File: config.mk
export PLATFORM = sky130hd
export DESIGN_NAME = pixel_render
export DESIGN_NICKNAME = d
export VERILOG_FILES = /design/src/design/ula_video_pkg.sv /design/src/design/pixel_render.sv
export SDC_FILE = /design/constraint.sdc
export NUM_CORES = 1
export LEC_CHECK = 0
export ABC_AREA = 1
export BUFFER_PORTS_ARGS = -buffer_cell sky130_fd_sc_hd__buf_2
export CORE_AREA = 2 2 39 41
export DETAILED_ROUTE_END_ITERATION = 7
export DIE_AREA = 0 0 41 43
export MAX_ROUTING_LAYER = met4
export PLACE_DENSITY = 0.8
export SLEW_MARGIN = 25
export SYNTH_ARGS = -nofsm -noshare
export SYNTH_HDL_FRONTEND = slang
export SYNTH_SLANG_ARGS = --single-unit
export TNS_END_PERCENT = 20
File: constraint.sdc
create_clock -name vclk -period 1.4
set_clock_uncertainty 0.05 [all_clocks]
set_input_delay 0.07 -clock vclk [all_inputs]
set_output_delay 0.07 -clock vclk [all_outputs]
set_load 0.01 [all_outputs]
File: src/design/ula_video_pkg.sv
package ula_video_pkg;

    //~~~~~~~~~~~~~~~~~~~~~~~~~~~~~~~~~~~~~~~~~~~~~~~~~~~~~~~~~~~~~~~~~~~~
    // 640x480 raster at 25.175 MHz
    //~~~~~~~~~~~~~~~~~~~~~~~~~~~~~~~~~~~~~~~~~~~~~~~~~~~~~~~~~~~~~~~~~~~~
    localparam int h_total      = 800;  // Clocks per line
    localparam int h_sync       = 96;   // HS low while hcount below this
    localparam int h_disp_start = 144;  // First visible clock
    localparam int h_disp_end   = 784;  // One past last visible clock
    localparam int h_scr_start  = 208;  // Left edge of the 512 wide screen
    localparam int h_scr_end    = 720;

    localparam int v_total      = 525;  // Lines per frame
    localparam int v_sync       = 2;
    localparam int v_disp_start = 35;   // Also the interrupt line
    localparam int v_disp_end   = 515;
    localparam int v_scr_start  = 83;   // Top of the 384 line screen
    localparam int v_scr_end    = 467;

    typedef logic [9:0]  hcount_t;
    typedef logic [9:0]  vcount_t;
    typedef logic [12:0] vram_addr_t;   // 8 KB of video RAM
    typedef logic [11:0] rgb_t;         // R in [11:8], G in [7:4], B in [3:0]
    typedef logic [3:0]  cindex_t;      // {bright, grb}

    // Spectrum attribute byte
    typedef struct packed {
        logic       flash;
        logic       bright;
        logic [2:0] paper;
        logic [2:0] ink;
    } attr_t;

    // A RAM byte is a bitmap row in one fetch slot and an attribute in the other
    typedef union packed {
        logic [7:0] bits;
        attr_t      attr;
    } vram_byte_u;

    //~~~~~~~~~~~~~~~~~~~~~~~~~~~~~~~~~~~~~~~~~~~~~~~~~~~~~~~~~~~~~~~~~~~~
    // Colour lookup
    //~~~~~~~~~~~~~~~~~~~~~~~~~~~~~~~~~~~~~~~~~~~~~~~~~~~~~~~~~~~~~~~~~~~~
    // Bit 0 blue, bit 1 red, bit 2 green; bright lifts D to F
    // Black stays 000 in both halves since no gun is on
    function automatic rgb_t palette(input cindex_t c);
        logic [3:0] lvl;
        rgb_t       rgb;
        lvl = c[3] ? 4'hF : 4'hD;
        rgb[11:8] = c[1] ? lvl : 4'h0;  // Red
        rgb[7:4]  = c[2] ? lvl : 4'h0;  // Green
        rgb[3:0]  = c[0] ? lvl : 4'h0;  // Blue
        return rgb;
    endfunction

endpackage

File: src/design/pixel_render.sv
`timescale 1ns/1ps

module pixel_render #(
    parameter int FLASH_LOG2 = 4        // Below zero disables flashing
) (
    input  ula_video_pkg::hcount_t    hcount,
    input  logic                      disp_en,
    input  logic                      scr_en,
    input  logic                      flash_phase,
    input  logic [2:0]                border,
    input  ula_video_pkg::vram_byte_u cell_bits,
    input  ula_video_pkg::vram_byte_u cell_attr,
    output logic [3:0]                vga_r,
    output logic [3:0]                vga_g,
    output logic [3:0]                vga_b
);

    localparam bit flash_en = (FLASH_LOG2 >= 0);

    ula_video_pkg::attr_t   attr;
    logic [2:0]             bit_sel;
    logic                   pix_bit;    // Current bitmap pixel
    logic                   inverted;   // Ink and paper swapped
    logic [2:0]             ink;
    logic [2:0]             paper;
    ula_video_pkg::cindex_t cindex;
    ula_video_pkg::rgb_t    pix_rgb;

    //~~~~~~~~~~~~~~~~~~~~~~~~~~~~~~~~~~~~~~~~~~~~~~~~~~~~~~~~~~~~~~~~~~~~
    // Pixel select
    //~~~~~~~~~~~~~~~~~~~~~~~~~~~~~~~~~~~~~~~~~~~~~~~~~~~~~~~~~~~~~~~~~~~~
    // MSB first; hcount[0] is ignored so each pixel lasts two clocks
    assign bit_sel = 3'd7 - hcount[3:1];
    assign pix_bit = cell_bits.bits[bit_sel];

    //~~~~~~~~~~~~~~~~~~~~~~~~~~~~~~~~~~~~~~~~~~~~~~~~~~~~~~~~~~~~~~~~~~~~
    // Attribute decode and flash
    //~~~~~~~~~~~~~~~~~~~~~~~~~~~~~~~~~~~~~~~~~~~~~~~~~~~~~~~~~~~~~~~~~~~~
    assign attr     = cell_attr.attr;
    assign inverted = flash_en && attr.flash && flash_phase;
    assign ink      = inverted ? attr.paper : attr.ink;
    assign paper    = inverted ? attr.ink   : attr.paper;

    // Screen pixels carry bright, the border never does
    always_comb begin
        if (scr_en) begin
            cindex = pix_bit ? {attr.bright, ink} : {attr.bright, paper};
        end else begin
            cindex = {1'b0, border};
        end
    end

    //~~~~~~~~~~~~~~~~~~~~~~~~~~~~~~~~~~~~~~~~~~~~~~~~~~~~~~~~~~~~~~~~~~~~
    // Palette and blanking
    //~~~~~~~~~~~~~~~~~~~~~~~~~~~~~~~~~~~~~~~~~~~~~~~~~~~~~~~~~~~~~~~~~~~~
    assign pix_rgb = ula_video_pkg::palette(cindex);

    assign vga_r = disp_en ? pix_rgb[11:8] : 4'h0;  // Black in blanking
    assign vga_g = disp_en ? pix_rgb[7:4]  : 4'h0;
    assign vga_b = disp_en ? pix_rgb[3:0]  : 4'h0;

endmodule

==> results.yml <==
final_layout:
  n_clock_buffer: 0
  area_growth_pct: 41.9
  drive_gt1_share_pct: 39.8
  most-common-layout-cells: "buf_2, nand2_1, inv_1, nor2_1, nand3_1"
  ff_latch_area_sq_um: 0
  seq_cells: 0
  layout.nets: 142
  final_common_cell: "buf_2"
  insertedDiodeCount: 0
setup_path:
  cp-endpoint: "vga_r[2]"
  critPathCaptureType: "output pin"
  cp.arrival_ns: 1.06
  startpoint: "hcount[1]"
  critPathLaunchType: "input pin"
  critical_path_class: "input pin to output pin"
  required_ns: 1.28
  worst-path-max-fanout: 5
clock_tree:
  ctsHoldBuffers: 0
  cts_resized: 0
  cts_setup_buffers: 0
yosys:
  synthXorXnorAreaFrac_pct: 0
  avgSynthCellArea_sq_um: 4.67
  synth_fa_ha_area_share_pct: 0
  synth-simple-area-share_pct: 55.7
  syn_nets: 110
  synth_cells: 78
  syn_area_sq_um: 364
  synth_cell_types: 9
  synth_compound_gate_area_share_pct: 8.25
  yosysWarningCount: 0
  synth_top_family_by_area: "simple AND/OR/NAND/NOR gates"
  synth_mux_area_share_pct: 0
  seq_area_frac_synth_pct: 0
routing:
  first_pass_iters: 4
  vias_per_cell: 4.15
  vias: 515
  routed_wl_um: 939
  drtIter0Drc: 6
  post_drt_wl_per_cell_um: 7.57
  ant_nets: 0
  drc_errors: 0
timing:
  fin_ws_ns: 0.220
  finalHoldViolations: 0
  rsz0062_at_grt: "false"
  fin_crit_sh_pct: 84.3
  min_period_ns: 1.18
  max_freq_mhz: 848
  finalMaxSlewViolations: 0
  slew-limit-headroom_pct: 81.7
  final.setup.tns_ns: 0
  setup_violations: 0
  worstMarginPinSlew_ns: 0.274
grt:
  grt_pass1_wl_um: 1460
  grtUsageTotal_pct: 11.3
  grt.overflow.total: 0
  grt_pass1_vias: 435
  grt_start_max_net_pins: 13
  grt_antenna_before_repair: 0
floorplan:
  io_pins: 44
  rows: 14
  die_x_um: 41
  die-area_sq_um: 1760
  start_util_pct: 26.3
  core-area_sq_um: 1380
  die_y_um: 43
power:
  power.leakage_nw: 0.388
  pwr_density_cell_nw_per_um2: 313
  vdd_drop_max_mv: 0.0983
placed_design:
  gp_congestion: 0.660
  port_buffers: 37
  hpwl_um: 844
  pre_cts_slack_ns: 0.234
outcome:
  status: "finished clean"
flow_run:
  drv_cap: 0
min_path:
  hold_class: "input pin to output pin"
[final cells by class]
class | count | area [sq um]
Timing Repair Buffer | 37 | 185
Multi-Input combinational cell | 50 | 233
Tap cell | 16 | 20.0
Inverter | 21 | 78.8
Fill cell | 156 | 867
[power breakdown]
| part | internal [mW] | leakage, nW | total, mW | switching [mW] |
|---|---|---|---|---|
| Sequential | 0 | 0 | 0 | 0 |
| Clock | 0 | 0 | 0 | 0 |
| Combinational | 0.0721 | 0.388 | 0.162 | 0.0899 |
[per-stage QoR]
stage | instance area, sq um | cells | hold slack, ns | util, % | total power, mW
6_report | 517 | 124 | 0.452 | 37.3 | 0.162
4_1_cts | 517 | 124 | 0.458 | 37.3 | 0.163
3_3_place_gp | 517 | 124 | 0.442 | 37.3 | 0.157
2_1_floorplan | 364 | 78 | 0.231 | - | 0.111
5_1_grt | 517 | 124 | 0.496 | 37.3 | 0.185
3_5_place_dp | 517 | 124 | 0.462 | 37.3 | 0.163
[per-layer routing]
layer  track usage, %  up-vias  share of wire, %  routed length [um]
li1                 -      285                 -                   -
met4             1.33        0                 0                   0
met2             22.8       23                50                 465
met5                -        -                 0                   0
met3            0.524        0               7.2                  68
met1             10.8      207                43                 404
[worst max-delay path, stage by stage]
cell,delay (ns)
buf_2,0.13
inv_2,0.08
nand2_1,0.07
nand3_2,0.08
nand3_2,0.12
nand2_2,0.11
nand2_1,0.05
nand3_1,0.08
nand2_1,0.07
inv_1,0.07
buf_2,0.13
[cells in the mapped netlist (all sizes together)]
cell / count / area [sq um]
inv: 21 / 78.8
nand3: 12 / 80.1
o21ai: 6 / 30.0
buf: 7 / 52.6
nor2: 9 / 33.8
nand2: 23 / 88.8
[how the worst min path moves through the flow]
stage,startpoint,endpoint,slack [ns],depth (start not counted)
floorplan,cell_attr[6],vga_b[1],0.23,2
global placement,cell_attr[6],vga_b[1],0.44,4
detailed placement,cell_attr[6],vga_r[1],0.46,4
CTS,cell_attr[6],vga_r[1],0.46,4
global route,cell_attr[6],vga_g[1],0.50,4
finish,cell_attr[6],vga_r[1],0.45,4
[kinds of logic (layout without fill, tap and decap cells)]
group	Yosys count	in the layout
compound gates	6	6
buf+inv	28	58
simple gates	44	44
No activity file was read; power rests on OpenSTA's default activity.
