===== src/design/ula_video_pkg.sv =====
package ula_video_pkg;

    //~~~~~~~~~~~~~~~~~~~~~~~~~~~~~~~~~~~~~~~~~~~~~~~~~~~~~~~~~~~~~~~~~~~~
    // 640x480 raster at 25.175 MHz
    //~~~~~~~~~~~~~~~~~~~~~~~~~~~~~~~~~~~~~~~~~~~~~~~~~~~~~~~~~~~~~~~~~~~~
    localparam int h_total      = 800;  // Clocks per line
    localparam int h_sync       = 96;   // HS low while hcount below this
    localparam int h_disp_start = 144;  // First visible clock
    localparam int h_disp_end   = 784;  // One past last visible clock
    localparam int h_scr_start  = 208;  // Left edge of the 512 wide screen
    localparam int h_scr_end    = 720;

    localparam int v_total      = 525;  // Lines per frame
    localparam int v_sync       = 2;
    localparam int v_disp_start = 35;   // Also the interrupt line
    localparam int v_disp_end   = 515;
    localparam int v_scr_start  = 83;   // Top of the 384 line screen
    localparam int v_scr_end    = 467;

    typedef logic [9:0]  hcount_t;
    typedef logic [9:0]  vcount_t;
    typedef logic [12:0] vram_addr_t;   // 8 KB of video RAM
    typedef logic [11:0] rgb_t;         // R in [11:8], G in [7:4], B in [3:0]
    typedef logic [3:0]  cindex_t;      // {bright, grb}

    // Spectrum attribute byte
    typedef struct packed {
        logic       flash;
        logic       bright;
        logic [2:0] paper;
        logic [2:0] ink;
    } attr_t;

    // A RAM byte is a bitmap row in one fetch slot and an attribute in the other
    typedef union packed {
        logic [7:0] bits;
        attr_t      attr;
    } vram_byte_u;

    //~~~~~~~~~~~~~~~~~~~~~~~~~~~~~~~~~~~~~~~~~~~~~~~~~~~~~~~~~~~~~~~~~~~~
    // Colour lookup
    //~~~~~~~~~~~~~~~~~~~~~~~~~~~~~~~~~~~~~~~~~~~~~~~~~~~~~~~~~~~~~~~~~~~~
    // Bit 0 blue, bit 1 red, bit 2 green; bright lifts D to F
    // Black stays 000 in both halves since no gun is on
    function automatic rgb_t palette(input cindex_t c);
        logic [3:0] lvl;
        rgb_t       rgb;
        lvl = c[3] ? 4'hF : 4'hD;
        rgb[11:8] = c[1] ? lvl : 4'h0;  // Red
        rgb[7:4]  = c[2] ? lvl : 4'h0;  // Green
        rgb[3:0]  = c[0] ? lvl : 4'h0;  // Blue
        return rgb;
    endfunction

endpackage


===== src/design/video_timing.sv =====
`timescale 1ns/1ps

module video_timing #(
    parameter int FLASH_LOG2 = 4            // Frame counter bit driving flash
) (
    input  logic                   clk_pix,
    input  logic                   arst_n,
    output ula_video_pkg::hcount_t hcount,
    output ula_video_pkg::vcount_t vcount,
    output logic                   disp_en,     // Visible 640x480 area
    output logic                   scr_en,      // 512x384 screen area
    output logic                   flash_phase,
    output logic                   vga_hs,
    output logic                   vga_vs,
    output logic                   vs_nintr     // Retrace interrupt, active low
);

    // A negative setting turns flash off downstream; keep the counter legal
    localparam int flash_bit = (FLASH_LOG2 < 0) ? 0 : FLASH_LOG2;

    localparam ula_video_pkg::hcount_t h_last = ula_video_pkg::hcount_t'(
        ula_video_pkg::h_total - 1);
    localparam ula_video_pkg::vcount_t v_last = ula_video_pkg::vcount_t'(
        ula_video_pkg::v_total - 1);

    logic [flash_bit:0] frame;              // Wraps freely

    logic line_end;
    logic frame_end;

    assign line_end  = (hcount == h_last);
    assign frame_end = line_end && (vcount == v_last);

    //~~~~~~~~~~~~~~~~~~~~~~~~~~~~~~~~~~~~~~~~~~~~~~~~~~~~~~~~~~~~~~~~~~~~
    // Raster and frame counters
    //~~~~~~~~~~~~~~~~~~~~~~~~~~~~~~~~~~~~~~~~~~~~~~~~~~~~~~~~~~~~~~~~~~~~
    always_ff @(posedge clk_pix or negedge arst_n) begin
        if (!arst_n) begin
            hcount <= '0;
            vcount <= '0;
            frame  <= '0;
        end else begin
            hcount <= line_end ? '0 : hcount + 1'b1;   // One clock per pixel
            if (line_end) begin
                vcount <= (vcount == v_last) ? '0 : vcount + 1'b1;
            end
            if (frame_end) begin
                frame <= frame + 1'b1;
            end
        end
    end

    assign flash_phase = frame[flash_bit];

    //~~~~~~~~~~~~~~~~~~~~~~~~~~~~~~~~~~~~~~~~~~~~~~~~~~~~~~~~~~~~~~~~~~~~
    // Sync, interrupt and window decode
    //~~~~~~~~~~~~~~~~~~~~~~~~~~~~~~~~~~~~~~~~~~~~~~~~~~~~~~~~~~~~~~~~~~~~
    // Both syncs start low out of reset, which is the first pulse
    assign vga_hs = (hcount >= ula_video_pkg::h_sync);
    assign vga_vs = (vcount >= ula_video_pkg::v_sync);

    // Low for the left blank part of the first visible line
    assign vs_nintr = !((vcount == ula_video_pkg::v_disp_start)
                        && (hcount < ula_video_pkg::h_disp_start));

    assign disp_en = (hcount >= ula_video_pkg::h_disp_start)
                  && (hcount <  ula_video_pkg::h_disp_end)
                  && (vcount >= ula_video_pkg::v_disp_start)
                  && (vcount <  ula_video_pkg::v_disp_end);

    assign scr_en  = (hcount >= ula_video_pkg::h_scr_start)
                  && (hcount <  ula_video_pkg::h_scr_end)
                  && (vcount >= ula_video_pkg::v_scr_start)
                  && (vcount <  ula_video_pkg::v_scr_end);

endmodule


===== config.mk =====
export PLATFORM = sky130hd
export DESIGN_NAME = video_timing
export DESIGN_NICKNAME = d
export VERILOG_FILES = /design/src/design/ula_video_pkg.sv /design/src/design/video_timing.sv
export SDC_FILE = /design/constraint.sdc
export NUM_CORES = 1
export LEC_CHECK = 0
export BUFFER_PORTS_ARGS = -buffer_cell sky130_fd_sc_hd__buf_2
export CAP_MARGIN = 20
export CORE_UTILIZATION = 30
export CTS_CLUSTER_SIZE = 16
export DETAILED_ROUTE_END_ITERATION = 8
export PLACE_DENSITY_LB_ADDON = 0.3
export SLEW_MARGIN = 40
export SYNTH_ARGS = -nofsm -noshare
export SYNTH_HDL_FRONTEND = slang
export SYNTH_SLANG_ARGS = --single-unit

===== constraint.sdc =====
create_clock -name clk_pix -period 3.9 [get_ports clk_pix]
set_input_delay 0 -clock clk_pix [delete_from_list [all_inputs] [get_ports clk_pix]]
set_output_delay 0 -clock clk_pix [all_outputs]
set_load 0.02 [all_outputs]

==> results.md <==
- Outcome: finished with violations
- Failing checks: design-rule violations
- Grt ovf: 0
- Worst-Skew Late Latency: 0.27 ns
- Main synth FF type: dfrtp_1
- Die Height: between 70 and 80 µm
- Initial Utilization: between 30 and 40%
- Area contributors post-synth: dfrtp_1, ha_1, xor2_1
- Post-route setup TNS: 0 ns
- Antenna-violating nets left: 0
- Clock sink total: 25
- Global-route wire length before repair: between 5000 and 6000 µm
- Distinct cells, synth: 40
- Post-synth EDFFs: 0
- Detailed Route WL: 3080 µm
- Top delay family on crit path: compound AO/OA/AOI/OAI gates
- Syn Inst Count: between 100 and 150
- Vias per Instance: 5.09
- Largest net degree at the start of global routing: 26
- Clock Pin Slew Worst Setup and Hold Paths: 0.09 ns
- RSZ-0062 raised after global routing: false
- Cts bufs inserted: 3
- Slew headroom: between 60% and 70%
- CTS tree: done
- Tightest Hold Check Type: primary input to asynchronous set/reset pin
- Fillers: about 460
- Number of detailed-route iterations in the first pass: 6
- Crit path cell chain: or2_2 -> o311ai_0 -> o41ai_1 -> a211oi_1 -> buf_2
- Gpl congestion: about 0.80
- Setup Crit Path Kind: flip-flop to primary output
- DRT iter0 DRCs: 94
- Critical path arrival: approximately 2.1 ns
- Clk root buf: clkbuf_8
- Final worst slack: ~1.8 ns
- Required @ worst endpoint: just under 4 ns
- Initial antenna violation count: 0
- Final Hold Fails: 0
- Vias: 1131
- Worst reg-to-reg setup slack: 1.92 ns
- CP max FO: 10
- P&R area growth vs syn: 15.2%
- Post-synth top area cell: dfrtp_1
- Chip width: approximately 71 µm
- PortBufs: 27
- Share of layout cells above drive strength 1: 22.9%
- Yosys warns: 0
- Syn nets: about 150
- Layout net count: about 180
- N_diodes: 0
- Leakage: about 0.8 nW
- CP startpoint kind: flip-flop
- Vias in the first global route: between 1000 and 1500
- Max Fclk: approximately 0.48 GHz
- Async S/R FF share, synth: 100%
- Post-Syn Area: approximately 0.0014 mm²
- Final Skew: approximately 0.005 ns
- Final critical-path share of the clock period: 53.5%
- Share of the yosys chip area belonging to registers: a little over two fifths
- Most frequent cells after synthesis: dfrtp_1, nand2_1, nand3_1, o21ai_0, xor2_1
- Most numerous cell in the Yosys netlist: dfrtp_1
- Core area: roughly 0.0045 mm²
- Pwr/cell area: about 250 mW/mm²
- Place WS: just under 2 ns
- Post-detail-place hpwl: approximately 2200 µm
- # rows: 24
- Die ar.: roughly 0.0051 mm²
- Post-route minimum period: between 2 and 2.5 ns
- Clk buf depth: 2
- Syn avg cell area: slightly below 10 µm²
- Max cap viols: 0
- IR drop worst, VDD: between 0.1 and 0.15 mV
- IO Pins: 28
- Slowest-stage cell, CP: dfrtp_1
- Critical path buffer and inverter count: 1
- Max Slew Vio Count: 0
- Yosys top cell area share: between 40 and 50%
- Number of synthesized register bits: 25
- H-tree depth: 1
- Critical path's largest stage delay: 0.48 ns
- Crit end category: primary output
- Drt wl/cell: approximately 14 µm
- GRT Resource Usage Total: a little over an eighth
- Resized cells post-CTS: 0
- Worst slew pin tran: a little under 0.6 ns
- Residual DRC: 3
- Final setup viols: 0
-- per-layer routing --
| metal | vias up | global-route usage [%] | wire, µm |
|---|---|---|---|
| li1 | 573 | - | - |
| met1 | 533 | 18.4 | 1540 |
| met2 | 22 | 21.0 | 1420 |
| met3 | 3 | 2.14 | 83 |
| met4 | 0 | 6.00 | 31 |
| met5 | - | 0 | 0 |
-- kinds of logic after synthesis --
logic type	Yosys count	synth area share [%]
AO/OA/AOI/OAI	22	9.06
multiplexers	3	2.18
AND/OR/NAND/NOR	63	27.3
XOR/XNOR	15	9.15
flip-flops	25	43.6
adder cells (fa/ha/maj)	6	5.23
buffers and inverters	11	3.57
-- worst paths after layout --
check / startpoint / end / cells past startpoint
hold / removal: arst_n / hcount[7] / 2
hold reg to reg: frame[4] / frame[4] / 1
max in group asynchronous: arst_n / frame[1] / 2
setup / recovery: hcount[5] / disp_en / 5
setup reg to reg: vcount[8] / frame[1] / 4
min in group clk_pix: frame[4] / frame[4] / 1
-- final cells by class --
type / instances / area, µm² / area share, %
Clock buffer: 4 / 45.0 / 2.72
Tap cell: 52 / 65.1 / 3.93
Multi-Input combinational cell: 109 / 759 / 45.9
Sequential cell: 25 / 626 / 37.8
Inverter: 4 / 15.0 / 0.907
Timing Repair Buffer: 28 / 145 / 8.77
-- registers in the layout (all words and copies together) (netlist names) --
name    count
frame       5
hcount     10
vcount     10
-- per-stage QoR --
step	std cells	utilization (%)	instance area (µm²)	power, W	hold WS, ns
floorplan	145	-	1440	0.000264	-0.296
global placement	217	35.8	1600	0.000270	0.0275
detailed placement	217	35.8	1600	0.000270	0.0344
CTS	222	37.0	1660	0.000431	0.265
global route	222	37.0	1660	0.000440	0.299
finish	222	37.0	1660	0.000422	0.241
-- where the power goes --
group	internal (W)	switching (W)
sequential	0.000259	0
clock	0.0000732	0.0000839
combinational	0.00000101	0.00000499
-- layout by cell type, fill, tap and decap left out, types with 4 or more instances in the layout --
cell type  instances
a21oi_1            5
buf_2             27
dfrtp_1           25
ha_1               6
inv_1              4
nand2_1           12
nand3_1           10
nand4_1            4
nor2_1             6
o21ai_0           10
or3_1              4
xnor2_1            7
xor2_1             8
-- repair_timing --
| item | 4_1_cts | 5_1_grt |
|---|---|---|
| buffers inserted | 0 | 0 |
| setup endpoints to repair | 0 | 0 |
| hold buffers | 1 | 0 |
| hold endpoints to repair | 25 | 0 |
Note: power is estimated with default switching activity, not from simulation.
