### config.mk
export PLATFORM = sky130hd
export DESIGN_NAME = screen_fetch
export DESIGN_NICKNAME = d
export VERILOG_FILES = /design/src/design/ula_video_pkg.sv /design/src/design/screen_fetch.sv
export SDC_FILE = /design/constraint.sdc
export NUM_CORES = 1
export LEC_CHECK = 0
export ABC_AREA = 0
export BUFFER_PORTS_ARGS = -buffer_cell sky130_fd_sc_hd__buf_4
export CAP_MARGIN = 10
export CORE_ASPECT_RATIO = 0.9
export CORE_UTILIZATION = 45
export CTS_CLUSTER_SIZE = 14
export DETAILED_ROUTE_END_ITERATION = 8
export PLACE_DENSITY_LB_ADDON = 0.05
export SETUP_SLACK_MARGIN = 0.1
export SYNTH_ARGS = -nofsm -noshare
export SYNTH_HDL_FRONTEND = slang
export SYNTH_SLANG_ARGS = --single-unit
### constraint.sdc
create_clock -name clk_pix -period 1 [get_ports clk_pix]
set_clock_uncertainty 0.1 [all_clocks]
set_input_delay 0.05 -clock clk_pix [delete_from_list [all_inputs] [get_ports clk_pix]]
set_output_delay 0.05 -clock clk_pix [all_outputs]
set_load 0.005 [all_outputs]
### src/design/ula_video_pkg.sv
package ula_video_pkg;

    //~~~~~~~~~~~~~~~~~~~~~~~~~~~~~~~~~~~~~~~~~~~~~~~~~~~~~~~~~~~~~~~~~~~~
    // 640x480 raster at 25.175 MHz
    //~~~~~~~~~~~~~~~~~~~~~~~~~~~~~~~~~~~~~~~~~~~~~~~~~~~~~~~~~~~~~~~~~~~~
    localparam int h_total      = 800;  // Clocks per line
    localparam int h_sync       = 96;   // HS low while hcount below this
    localparam int h_disp_start = 144;  // First visible clock
    localparam int h_disp_end   = 784;  // One past last visible clock
    localparam int h_scr_start  = 208;  // Left edge of the 512 wide screen
    localparam int h_scr_end    = 720;

    localparam int v_total      = 525;  // Lines per frame
    localparam int v_sync       = 2;
    localparam int v_disp_start = 35;   // Also the interrupt line
    localparam int v_disp_end   = 515;
    localparam int v_scr_start  = 83;   // Top of the 384 line screen
    localparam int v_scr_end    = 467;

    typedef logic [9:0]  hcount_t;
    typedef logic [9:0]  vcount_t;
    typedef logic [12:0] vram_addr_t;   // 8 KB of video RAM
    typedef logic [11:0] rgb_t;         // R in [11:8], G in [7:4], B in [3:0]
    typedef logic [3:0]  cindex_t;      // {bright, grb}

    // Spectrum attribute byte
    typedef struct packed {
        logic       flash;
        logic       bright;
        logic [2:0] paper;
        logic [2:0] ink;
    } attr_t;

    // A RAM byte is a bitmap row in one fetch slot and an attribute in the other
    typedef union packed {
        logic [7:0] bits;
        attr_t      attr;
    } vram_byte_u;

    //~~~~~~~~~~~~~~~~~~~~~~~~~~~~~~~~~~~~~~~~~~~~~~~~~~~~~~~~~~~~~~~~~~~~
    // Colour lookup
    //~~~~~~~~~~~~~~~~~~~~~~~~~~~~~~~~~~~~~~~~~~~~~~~~~~~~~~~~~~~~~~~~~~~~
    // Bit 0 blue, bit 1 red, bit 2 green; bright lifts D to F
    // Black stays 000 in both halves since no gun is on
    function automatic rgb_t palette(input cindex_t c);
        logic [3:0] lvl;
        rgb_t       rgb;
        lvl = c[3] ? 4'hF : 4'hD;
        rgb[11:8] = c[1] ? lvl : 4'h0;  // Red
        rgb[7:4]  = c[2] ? lvl : 4'h0;  // Green
        rgb[3:0]  = c[0] ? lvl : 4'h0;  // Blue
        return rgb;
    endfunction

endpackage

### src/design/screen_fetch.sv
`timescale 1ns/1ps

module screen_fetch (
    input  logic                      clk_pix,
    input  logic                      arst_n,
    input  ula_video_pkg::hcount_t    hcount,
    input  ula_video_pkg::vcount_t    vcount,
    output ula_video_pkg::vram_addr_t vram_addr,
    input  logic [7:0]                vram_rdata,   // One clock after vram_addr
    output ula_video_pkg::vram_byte_u cell_bits,    // Working bitmap byte
    output ula_video_pkg::vram_byte_u cell_attr     // Working attribute byte
);

    // Fetch runs one 16 clock cell ahead of the pixels being drawn
    localparam ula_video_pkg::hcount_t x_origin = ula_video_pkg::hcount_t'(
        ula_video_pkg::h_scr_start - 16);
    localparam ula_video_pkg::vcount_t y_origin = ula_video_pkg::vcount_t'(
        ula_video_pkg::v_scr_start);

    ula_video_pkg::hcount_t x_off;          // Clocks from prefetch origin
    ula_video_pkg::vcount_t y_off;          // Lines from screen top
    logic [4:0]             col;            // Cell column 0..31
    logic [7:0]             py;             // Spectrum pixel row

    ula_video_pkg::vram_byte_u bits_pre;    // Prefetch registers
    ula_video_pkg::vram_byte_u attr_pre;

    assign x_off = hcount - x_origin;
    assign y_off = vcount - y_origin;
    assign col   = x_off[8:4];              // 16 clocks per cell
    assign py    = y_off[8:1];              // Lines are doubled

    //~~~~~~~~~~~~~~~~~~~~~~~~~~~~~~~~~~~~~~~~~~~~~~~~~~~~~~~~~~~~~~~~~~~~
    // Slot sequencer on hcount[3:0]
    //~~~~~~~~~~~~~~~~~~~~~~~~~~~~~~~~~~~~~~~~~~~~~~~~~~~~~~~~~~~~~~~~~~~~
    always_ff @(posedge clk_pix or negedge arst_n) begin
        if (!arst_n) begin
            vram_addr <= '0;
            bits_pre  <= '0;
            attr_pre  <= '0;
            cell_bits <= '0;
            cell_attr <= '0;
        end else begin
            case (hcount[3:0])
                4'd10: begin
                    // Swizzled bitmap address: third, row in char, char row, column
                    vram_addr <= {py[7:6], py[2:0], py[5:3], col};
                end
                4'd12: begin
                    bits_pre.bits <= vram_rdata;                // Bitmap back from slot 10
                    vram_addr     <= {3'b110, py[7:3], col};    // Attribute map at 0x1800
                end
                4'd14: attr_pre.attr <= ula_video_pkg::attr_t'(vram_rdata);
                4'd15: begin
                    // Hand over at the last clock of the cell
                    cell_bits <= bits_pre;
                    cell_attr <= attr_pre;
                end
                default: ;                                      // Idle slots
            endcase
        end
    end

endmodule

==> results.sh, run 1 <==
export IMPL_fin_ws_ns=-0.07974
export IMPL_drive_gt1_share_pct=61.02
export IMPL_synth_seq_cells=45
export IMPL_fill_cells=232
export IMPL_numCtsBuffers=5
export IMPL_die_x_um=70.80
export IMPL_synthCells=136
export IMPL_pwr_share_clk_pct=23.5
export IMPL_worst_pin_slew_ns=0.2843
export IMPL_syn_num_nets=168
export IMPL_yosysUniqueCellTypes=26
export IMPL_drc=2
export IMPL_swShare_pct=24.85
export IMPL_p_per_area_nw_per_um2=1872
export IMPL_final_area_um2=3226
export IMPL_dpl_hpwl_um=2832
export IMPL_period_minus_slack_ns=1.080
export IMPL_syn_area_per_cell_um2=14.09
export IMPL_die_h_um=63.92
export IMPL_total_leakage_power_nw=1.553
export IMPL_initial_core_util_pct=47.05
export IMPL_startpoint="vram_addr[8]$_DFFE_PN0P_"
export IMPL_hold_path_class="primary input to flop"
export IMPL_cts_buffer_depth=2
export IMPL_critPathCaptureType="flop"
export IMPL_place_area_um2=2597
export IMPL_num_vias=1448
export IMPL_rsz0062_at_grt="true"
export IMPL_fmax_mhz=926.1
export IMPL_gr_total_overflow=0
export IMPL_crit_type="flop to flop"
export IMPL_path_max_fanout=2
export IMPL_post_place_ws_ns=-0.2594
export IMPL_htreeDepth=2
export IMPL_worstPathArrival_ns=1.16
export IMPL_hold_viol=3
export IMPL_r2r_start="vram_addr[8]$_DFFE_PN0P_"
export IMPL_min_delay_start="vcount[8]"
export IMPL_clk_latency_ns=0.29
export IMPL_r2r_cells=3
export IMPL_post_route_period_util_pct=108.0
export IMPL_routed_wl_um=4592
export IMPL_grt_pass1_vias=1565
export IMPL_grt_max_degree=35
export IMPL_final_cells=284
export IMPL_worstPathRequired_ns=1.08
export IMPL_area_growth_pct=68.28
export IMPL_p_seq_share_pct=44.2
export IMPL_synthesis_area_um2=1917
export IMPL_cts_tree="yes"
export IMPL_antenna_cells=0
export IMPL_io_buffers=56
export IMPL_postRouteAntennaNets=0
export IMPL_die_area_um2=4525
export IMPL_core_area_um2=4074
export IMPL_wl_per_cell_um=16.17
export IMPL_ys_warn_count=0
export IMPL_max_cap_violations=0
export IMPL_multi_input_area_um2=887.1
export IMPL_root_buffer="clkbuf_8"
export IMPL_cts_sinks=45
export IMPL_nets=267
export IMPL_grtUsageTotal_pct=21.37
export IMPL_seqCellArea_um2=1126
export IMPL_combPwrFrac_pct=32.3
export IMPL_antenna_found_initial=0
export IMPL_p_int_mw=4.537
export IMPL_ir_drop_mv=1.221
export IMPL_hold_slack_ns=-0.01801
export IMPL_max_slew_margin_pct=80.98
export IMPL_start_kind="flop"
export IMPL_fin_tns_setup_ns=-0.1454
export IMPL_cts_clk_slew_worst_paths_ns=0.08
export IMPL_drtIter0Drc=101
export IMPL_drt_pass1_iterations=8
export IMPL_gp_congestion=0.7557
export IMPL_grt_pass1_wl_um=7327
export IMPL_whs_path_depth=3
export IMPL_dp_cells=254
export IMPL_yosysSeqAreaShare_pct=58.75
export IMPL_via_per_inst=5.099
export IMPL_placementRows=22
export IMPL_ios=59
export IMPL_p_sw_mw=1.500
export IMPL_slew_violations=0
export IMPL_status="complete, but fails checks"
export IMPL_power_mw=6.037
export IMPL_setup_violations=2
export IMPL_violations="design-rule violations, negative hold slack, negative setup slack"
flip-flops by register name (all words and copies together) (netlist names):
register / count
cell_bits: 8
attr_pre: 8
cell_attr: 8
bits_pre: 8
vram_addr: 13
power by group through the flow:
stage | clock network, mW | registers (mW) | logic [mW]
6_report | 1.42 | 2.67 | 1.95
5_1_grt | 1.54 | 2.72 | 2.08
4_1_cts | 1.46 | 2.65 | 1.83
3_5_place_dp | 0 | 2.62 | 1.48
3_3_place_gp | 0 | 2.58 | 1.44
2_1_floorplan | 0 | 2.59 | 0.600
routing by layer:
metal | routed length (um) | vias to the layer above | part of all wire (%) | track usage, %
met2 | 2371 | 37 | 52 | 37.98
met3 | 154 | 9 | 3.4 | 4.890
met5 | 0 | - | 0 | 0
li1 | - | 684 | - | -
met4 | 85 | 0 | 1.9 | 7.500
met1 | 1980 | 718 | 43 | 25.44
critical path, cell delays in order (launching register included):
cell and delay, ns:
dfrtp_1 0.40, a22o_1 0.21, a22oi_1 0.17, o21ai_1 0.09
final timing paths:
path,end,slack [ns]
worst max-delay path,vram_addr[8]$_DFFE_PN0P_,-0.08
worst min-delay path,vram_addr[9]$_DFFE_PN0P_,-0.02
worst max register to register,vram_addr[8]$_DFFE_PN0P_,-0.08
worst min register to register,cell_attr[6]$_DFFE_PN0N_,0.41
max in group asynchronous,attr_pre[6]$_DFFE_PN0N_,0.32
min in group asynchronous,vram_addr[8]$_DFFE_PN0P_,0.07
per-stage QoR:
stage | utilization, % | hold WS (ns)
global placement | 63.76 | -0.1961
floorplan | - | -0.3456
global route | 79.18 | -0.02666
detailed placement | 63.76 | -0.1921
finish | 79.18 | -0.01801
CTS | 76.50 | -0.1065
synthesized netlist by cell type:
master / count / area share, %
dfrtp_1: 45 / 59
mux2_2: 36 / 21
o21ai_0: 8 / 2.1
nand2_1: 6 / 1.2
xor2_1: 6 / 2.7
a21oi_1: 5 / 1.3
buf_6: 3 / 1.8
nor2b_1: 3 / 0.98
nor3_1: 3 / 0.78
a22o_1: 2 / 0.91
a22oi_1: 2 / 0.78
ha_1: 2 / 1.3
xnor2_1: 2 / 0.91
a211oi_1: 1 / 0.39
and4bb_1: 1 / 0.65
and4bb_2: 1 / 0.65
buf_2: 1 / 0.26
buf_4: 1 / 0.39
clkbuf_2: 1 / 0.26
nand3_1: 1 / 0.26
nand4_2: 1 / 0.65
nand4b_1: 1 / 0.46
nor2_1: 1 / 0.20
nor2_4: 1 / 0.59
o21ai_1: 1 / 0.26
or3_1: 1 / 0.33
area by class of cell:
type,count,share of cell area [%]
multi-input combinational,85,27.50
tap,48,1.862
timing repair buffer,98,32.00
sequential,45,34.91
clock inverter,2,1.164
clock buffer,6,2.560
logic make-up (layout without fill, tap and decap cells):
logic type / count (synthesis) / in the layout / share of synthesized area, %
compound gates: 19 / 19 / 5.744
fa+ha+maj: 2 / 2 / 1.305
mux: 36 / 36 / 21.15
flops: 45 / 45 / 58.75
simple gates: 20 / 20 / 6.723
xor+xnor: 8 / 8 / 3.655
buf+inv: 6 / 106 / 2.676
timing repair:
action,4_1_cts,5_1_grt
resized for setup,56,19
setup endpoints to repair,48,56
setup buffers,2,4
pin swaps,10,10
hold buffers,14,1
gates cloned,1,0
endpoints found under the hold margin,71,4
layout by cell type (no fill, tap or decap), drive strengths merged, types with 2 or more instances in the layout:
cell type | Yosys | layout
buf | 5 | 83
dfrtp | 45 | 45
mux2 | 36 | 36
dlygate4sd3 | 0 | 12
o21ai | 9 | 9
clkbuf | 1 | 6
xor2 | 6 | 6
nand2 | 6 | 6
a21oi | 5 | 5
nor2b | 3 | 3
dlymetal6s4s | 0 | 3
nor3 | 3 | 3
a22o | 2 | 2
xnor2 | 2 | 2
and4bb | 2 | 2
nor2 | 2 | 2
a22oi | 2 | 2
ha | 2 | 2
Power figures use the tool's default switching activity.
==> inputs of run 2 (changes only) <==
--- a/config.mk
+++ b/config.mk
@@ -8,12 +8,12 @@
 export ABC_AREA = 0
 export BUFFER_PORTS_ARGS = -buffer_cell sky130_fd_sc_hd__buf_4
 export CAP_MARGIN = 10
-export CORE_ASPECT_RATIO = 0.9
+export CORE_ASPECT_RATIO = 0.6
 export CORE_UTILIZATION = 45
 export CTS_CLUSTER_SIZE = 14
 export DETAILED_ROUTE_END_ITERATION = 8
 export PLACE_DENSITY_LB_ADDON = 0.05
-export SETUP_SLACK_MARGIN = 0.1
+export SETUP_SLACK_MARGIN = 0.2
 export SYNTH_ARGS = -nofsm -noshare
 export SYNTH_HDL_FRONTEND = slang
 export SYNTH_SLANG_ARGS = --single-unit
==> run 2 against run 1 <==
Net effect: the run ends with negative hold slack, negative setup slack left; sequential share of layout area rose by 0.99 points; maximum frequency fell by 0.95%; clock-buffer cell count fell by 1; total power rose by 6.8%; setup slack got worse by 0.010 ns; critical path type is now flop to primary output.
==> results.sh, run 2 (synthesis gave the netlist of run 1 again) <==
export IMPL_io_buffers=56
export IMPL_grt_pass1_vias=1516
export IMPL_cts_sinks=45
export IMPL_fin_ws_ns=-0.09012
export IMPL_postRouteAntennaNets=0
export IMPL_worstPathRequired_ns=0.85
export IMPL_largest_reg_flops=13
export IMPL_drtIter0Drc=47
export IMPL_p_seq_share_pct=42.1
export IMPL_routed_wl_um=4796
export IMPL_final_area_um2=3137
export IMPL_clk_latency_ns=0.30
export IMPL_p_per_area_nw_per_um2=2056
export IMPL_slew_violations=0
export IMPL_cts_tree="yes"
export IMPL_numCtsBuffers=5
export IMPL_drive_gt1_share_pct=63.51
export IMPL_max_slew_margin_pct=79.13
export IMPL_r2r_cells=3
export IMPL_final_common_cell="dfrtp_1"
export IMPL_cts_buffer_depth=2
export IMPL_htreeDepth=2
export IMPL_cts_hold_buffers=2
export IMPL_fin_util_pct=81.03
export IMPL_combPwrFrac_pct=32.2
export IMPL_p_int_mw=4.833
export IMPL_cts_clk_slew_worst_paths_ns=0.09
export IMPL_path_max_fanout=2
export IMPL_ios=59
export IMPL_die_x_um=86.26
export IMPL_period_minus_slack_ns=1.090
export IMPL_place_area_um2=2596
export IMPL_core_area_um2=3871
export IMPL_swShare_pct=25.06
export IMPL_hold_viol=25
export IMPL_die_area_um2=4533
export IMPL_fill_cells=230
export IMPL_total_leakage_power_nw=1.550
export IMPL_hold_slack_ns=-0.1260
export IMPL_gr_total_overflow=0
export IMPL_rsz0062_at_grt="true"
export IMPL_drt_pass1_iterations=4
export IMPL_largest_register="vram_addr"
export IMPL_ir_drop_mv=1.211
export IMPL_area_growth_pct=63.64
export IMPL_violations="negative hold slack, negative setup slack"
export IMPL_initial_core_util_pct=49.52
export IMPL_die_h_um=52.56
export IMPL_final_cell_mix="dfrtp_1, buf_6, mux2_4, buf_4, o21ai_1"
export IMPL_grtUsageTotal_pct=23.73
export IMPL_grt_max_degree=25
export IMPL_fmax_mhz=917.3
export IMPL_dpl_hpwl_um=3153
export IMPL_p_sw_mw=1.616
export IMPL_crit_type="flop to primary output"
export IMPL_grt_pass1_wl_um=7631
export IMPL_setup_violations=2
export IMPL_drc=0
export IMPL_hold_path_class="primary input to flop"
export IMPL_status="complete, but fails checks"
export IMPL_nets=253
export IMPL_gp_congestion=0.8254
export IMPL_max_cap_violations=0
export IMPL_start_kind="flop"
export IMPL_root_buffer="clkbuf_8"
export IMPL_num_vias=1429
export IMPL_worstPathArrival_ns=0.94
export IMPL_via_per_inst=5.122
export IMPL_pwr_share_clk_pct=25.7
export IMPL_wl_per_cell_um=17.19
export IMPL_critPathCaptureType="primary output"
export IMPL_post_route_period_util_pct=109.0
export IMPL_antenna_cells=0
export IMPL_whs_path_depth=2
export IMPL_placementRows=17
export IMPL_worst_pin_slew_ns=0.3123
export IMPL_antenna_found_initial=0
-- run 2: cell type report --
| class | instances | area, um2 | area share (%) |
|---|---|---|---|
| Clock inverter | 3 | 68.82 | 2.194 |
| Tap cell | 57 | 71.32 | 2.274 |
| Multi-Input combinational cell | 85 | 940.9 | 30.00 |
| Sequential cell | 45 | 1126 | 35.90 |
| Clock buffer | 5 | 68.82 | 2.194 |
| Timing Repair Buffer | 84 | 860.8 | 27.44 |
-- run 2: power by group through the flow --
| stage | sequential (mW) | combinational [mW] | clock (mW) |
|---|---|---|---|
| 5_1_grt | 2.76 | 2.22 | 1.74 |
| 3_5_place_dp | 2.62 | 1.49 | 0 |
| 2_1_floorplan | 2.59 | 0.600 | 0 |
| 3_3_place_gp | 2.58 | 1.43 | 0 |
| 4_1_cts | 2.69 | 2.02 | 1.68 |
| 6_report | 2.71 | 2.08 | 1.66 |
-- run 2: what timing repair did --
item	in CTS	in global routing
setup endpoints to repair	74	74
pin swaps	6	8
setup buffers	4	2
endpoints found under the hold margin	71	24
gates resized for setup	82	8
-- run 2: layer usage --
layer | global-route usage [%] | wire (um) | vias to the layer above
met5 | 0 | 0 | -
met4 | 12.22 | 113 | 0
met3 | 6.457 | 195 | 9
met2 | 39.55 | 2408 | 44
met1 | 28.85 | 2079 | 723
li1 | - | - | 653
-- run 2: per-stage QoR --
stage	total power [mW]	worst slack, ns	std cells	TNS (ns)
6_report	6.449	-0.09012	279	-0.1552
4_1_cts	6.397	-0.09670	277	-0.1967
3_3_place_gp	4.016	-0.2493	263	-8.083
2_1_floorplan	3.194	-0.1967	136	-3.317
3_5_place_dp	4.110	-0.2708	263	-8.930
5_1_grt	6.724	-0.1113	279	-0.4526
-- run 2: path summary, 6_finish.rpt --
kind                                     startpoint                        to  slack (ns)
min                                       hcount[4]  vram_addr[0]$_DFFE_PN0P_       -0.13
max in group asynchronous                    arst_n  vram_addr[3]$_DFFE_PN0P_        0.39
max                        vram_addr[8]$_DFFE_PN0P_              vram_addr[8]       -0.09
min reg2reg                 bits_pre[2]$_DFFE_PN0P_   bits_pre[2]$_DFFE_PN0P_        0.43
max reg2reg                vram_addr[8]$_DFFE_PN0P_  vram_addr[8]$_DFFE_PN0P_       -0.07
min in group asynchronous                    arst_n  vram_addr[1]$_DFFE_PN0P_        0.02
-- run 2: worst max-delay path, cell delays in order (launching register included) --
cell and delay (ns):
dfrtp_1 0.41, buf_6 0.13, buf_6 0.10
==> inputs of run 3 (changes only) <==
--- a/config.mk
+++ b/config.mk
@@ -10,6 +10,7 @@
 export CAP_MARGIN = 10
 export CORE_ASPECT_RATIO = 0.6
 export CORE_UTILIZATION = 45
+export CTS_BUF_LIST = sky130_fd_sc_hd__clkbuf_16
 export CTS_CLUSTER_SIZE = 14
 export DETAILED_ROUTE_END_ITERATION = 8
 export PLACE_DENSITY_LB_ADDON = 0.05
==> run 3 against run 2 <==
Net effect: the flow still finishes with violations (negative hold slack, negative setup slack); core utilization is 2.6 points higher; clock-buffer cell count stayed put; critical path depth up 1; setup slack better by 0.023 ns; via count rose by 0.70%; worst hold slack improved by 0.022 ns; register-to-register slack is essentially flat; clock power increased by 28%; non-clock buffer count up 1; sequential power barely moved; combinational power barely moved; critical path type is now flop to flop; highest routed layer unchanged; largest cell class unchanged; critical endpoint is now vram_addr[8]$_DFFE_PN0P_.
==> results.sh, run 3 (synthesis gave the netlist of run 1 again) <==
export IMPL_drc=0
export IMPL_area_growth_pct=68.80
export IMPL_antenna_found_initial=0
export IMPL_drive_gt1_share_pct=64.57
export IMPL_cts_sinks=45
export IMPL_gp_congestion=0.8254
export IMPL_dpl_hpwl_um=3153
export IMPL_antenna_cells=0
export IMPL_grtUsageTotal_pct=24.28
export IMPL_die_x_um=86.26
export IMPL_power_mw=6.948
export IMPL_gr_total_overflow=0
export IMPL_max_slew_margin_pct=80.01
export IMPL_grt_max_degree=25
export IMPL_ir_drop_mv=1.388
export IMPL_num_vias=1439
export IMPL_rsz0062_at_grt="true"
export IMPL_wl_per_cell_um=18.04
export IMPL_slew_violations=0
export IMPL_seqCellArea_um2=1126
export IMPL_hold_slack_ns=-0.1043
export IMPL_cts_buffer_depth=2
export IMPL_worstPathRequired_ns=1.07
export IMPL_setup_violations=2
export IMPL_period_minus_slack_ns=1.068
export IMPL_hold_viol=21
export IMPL_io_buffers=56
export IMPL_hold_path_class="primary input to flop"
export IMPL_postRouteAntennaNets=0
export IMPL_post_route_period_util_pct=106.8
export IMPL_worstPathArrival_ns=1.14
export IMPL_die_h_um=52.56
export IMPL_routed_wl_um=5052
export IMPL_critPathCaptureType="flop"
export IMPL_cpPeakStageDelay_ns=0.40
export IMPL_fin_tns_setup_ns=-0.1346
export IMPL_fill_cells=207
export IMPL_path_cells="a22o_1 > a22oi_2 > o21ai_1"
export IMPL_ios=59
export IMPL_largest_register="vram_addr"
export IMPL_grt_pass1_vias=1526
export IMPL_final_cell_mix="dfrtp_1, buf_6, mux2_4, buf_4"
export IMPL_max_cap_violations=0
export IMPL_path_max_fanout=2
export IMPL_crit_slowest_cell="dfrtp_1"
export IMPL_nets=254
export IMPL_cts_hold_buffers=2
export IMPL_fin_util_pct=83.58
export IMPL_drtIter0Drc=36
export IMPL_drt_pass1_iterations=4
export IMPL_worst_pin_slew_ns=0.2991
export IMPL_multi_input_area_um2=955.9
export IMPL_clk_latency_ns=0.28
export IMPL_crit_type="flop to flop"
export IMPL_placementRows=17
export IMPL_p_per_area_nw_per_um2=2147
export IMPL_violations="negative hold slack, negative setup slack"
export IMPL_root_buffer="clkbuf_16"
export IMPL_core_area_um2=3871
export IMPL_grt_pass1_wl_um=7741
export IMPL_status="complete, but fails checks"
export IMPL_initial_core_util_pct=49.52
export IMPL_cts_tree="yes"
export IMPL_die_area_um2=4533
export IMPL_final_common_cell="dfrtp_1"
export IMPL_fin_ws_ns=-0.06753
export IMPL_largest_reg_flops=13
export IMPL_cts_clk_slew_worst_paths_ns=0.06
export IMPL_total_leakage_power_nw=1.589
export IMPL_via_per_inst=5.139
export IMPL_htreeDepth=2
export IMPL_start_kind="flop"
export IMPL_fmax_mhz=936.7
export IMPL_numCtsBuffers=5
[run 3: changes by cell type in the layout (fill, tap and decap cells not counted), sizes merged]
cell,change
buf,+1
[run 3: layout make-up]
cell class              count  share of cell area (%)
multi-input cells          85                   29.54
clock inverters             3                   2.127
repair buffers             85                   27.46
clock buffers               5                   3.867
flip-flops and latches     45                   34.80
well taps                  57                   2.204
[run 3: per-stage QoR]
stage / hold slack [ns] / std cells / worst slack (ns) / cell area [um2]
final: -0.1043 / 280 / -0.06753 / 3236
after global routing: -0.1046 / 280 / -0.09224 / 3236
after CTS: -0.1073 / 278 / -0.09115 / 3184
after detailed placement: -0.2000 / 263 / -0.2708 / 2596
after global placement: -0.2032 / 263 / -0.2493 / 2596
after floorplan: -0.3456 / 136 / -0.1967 / 1991
[run 3: repair_timing]
action	CTS	global route
setup endpoints to repair	74	74
setup buffers	4	2
pin swaps	9	8
gates cloned	1	0
gates resized for setup	85	9
endpoints found under the hold margin	70	22
[run 3: worst max-delay path: cells and delay by family, from the launching register on]
kind / cells / cell delay (ns)
compound gates: 3 / 0.45
flops: 1 / 0.40
[run 3: final timing paths]
kind	start	end	slack, ns	cells past startpoint
worst max-delay path	vram_addr[8]$_DFFE_PN0P_	vram_addr[8]$_DFFE_PN0P_	-0.07	3
worst min-delay path	hcount[4]	vram_addr[0]$_DFFE_PN0P_	-0.10	2
worst max register to register	vram_addr[8]$_DFFE_PN0P_	vram_addr[8]$_DFFE_PN0P_	-0.07	3
worst min register to register	attr_pre[3]$_DFFE_PN0N_	cell_attr[3]$_DFFE_PN0N_	0.42	1
max in group asynchronous	arst_n	vram_addr[2]$_DFFE_PN0P_	0.37	3
min in group asynchronous	arst_n	vram_addr[1]$_DFFE_PN0P_	0.04	2
[run 3: per-layer routing]
layer	part of all wire (%)	global-route usage (%)
met2	52	43.12
met5	0	0
met1	43	29.07
met3	3.4	5.039
met4	1.6	10.83
[run 3: report_power, final]
| part | total, mW | switching, mW | internal [mW] |
|---|---|---|---|
| Combinational | 2.10 | 0.588 | 1.51 |
| Clock | 2.12 | 0.683 | 1.44 |
| Sequential | 2.73 | 0.404 | 2.32 |
| Total | 6.95 | 1.67 | 5.27 |
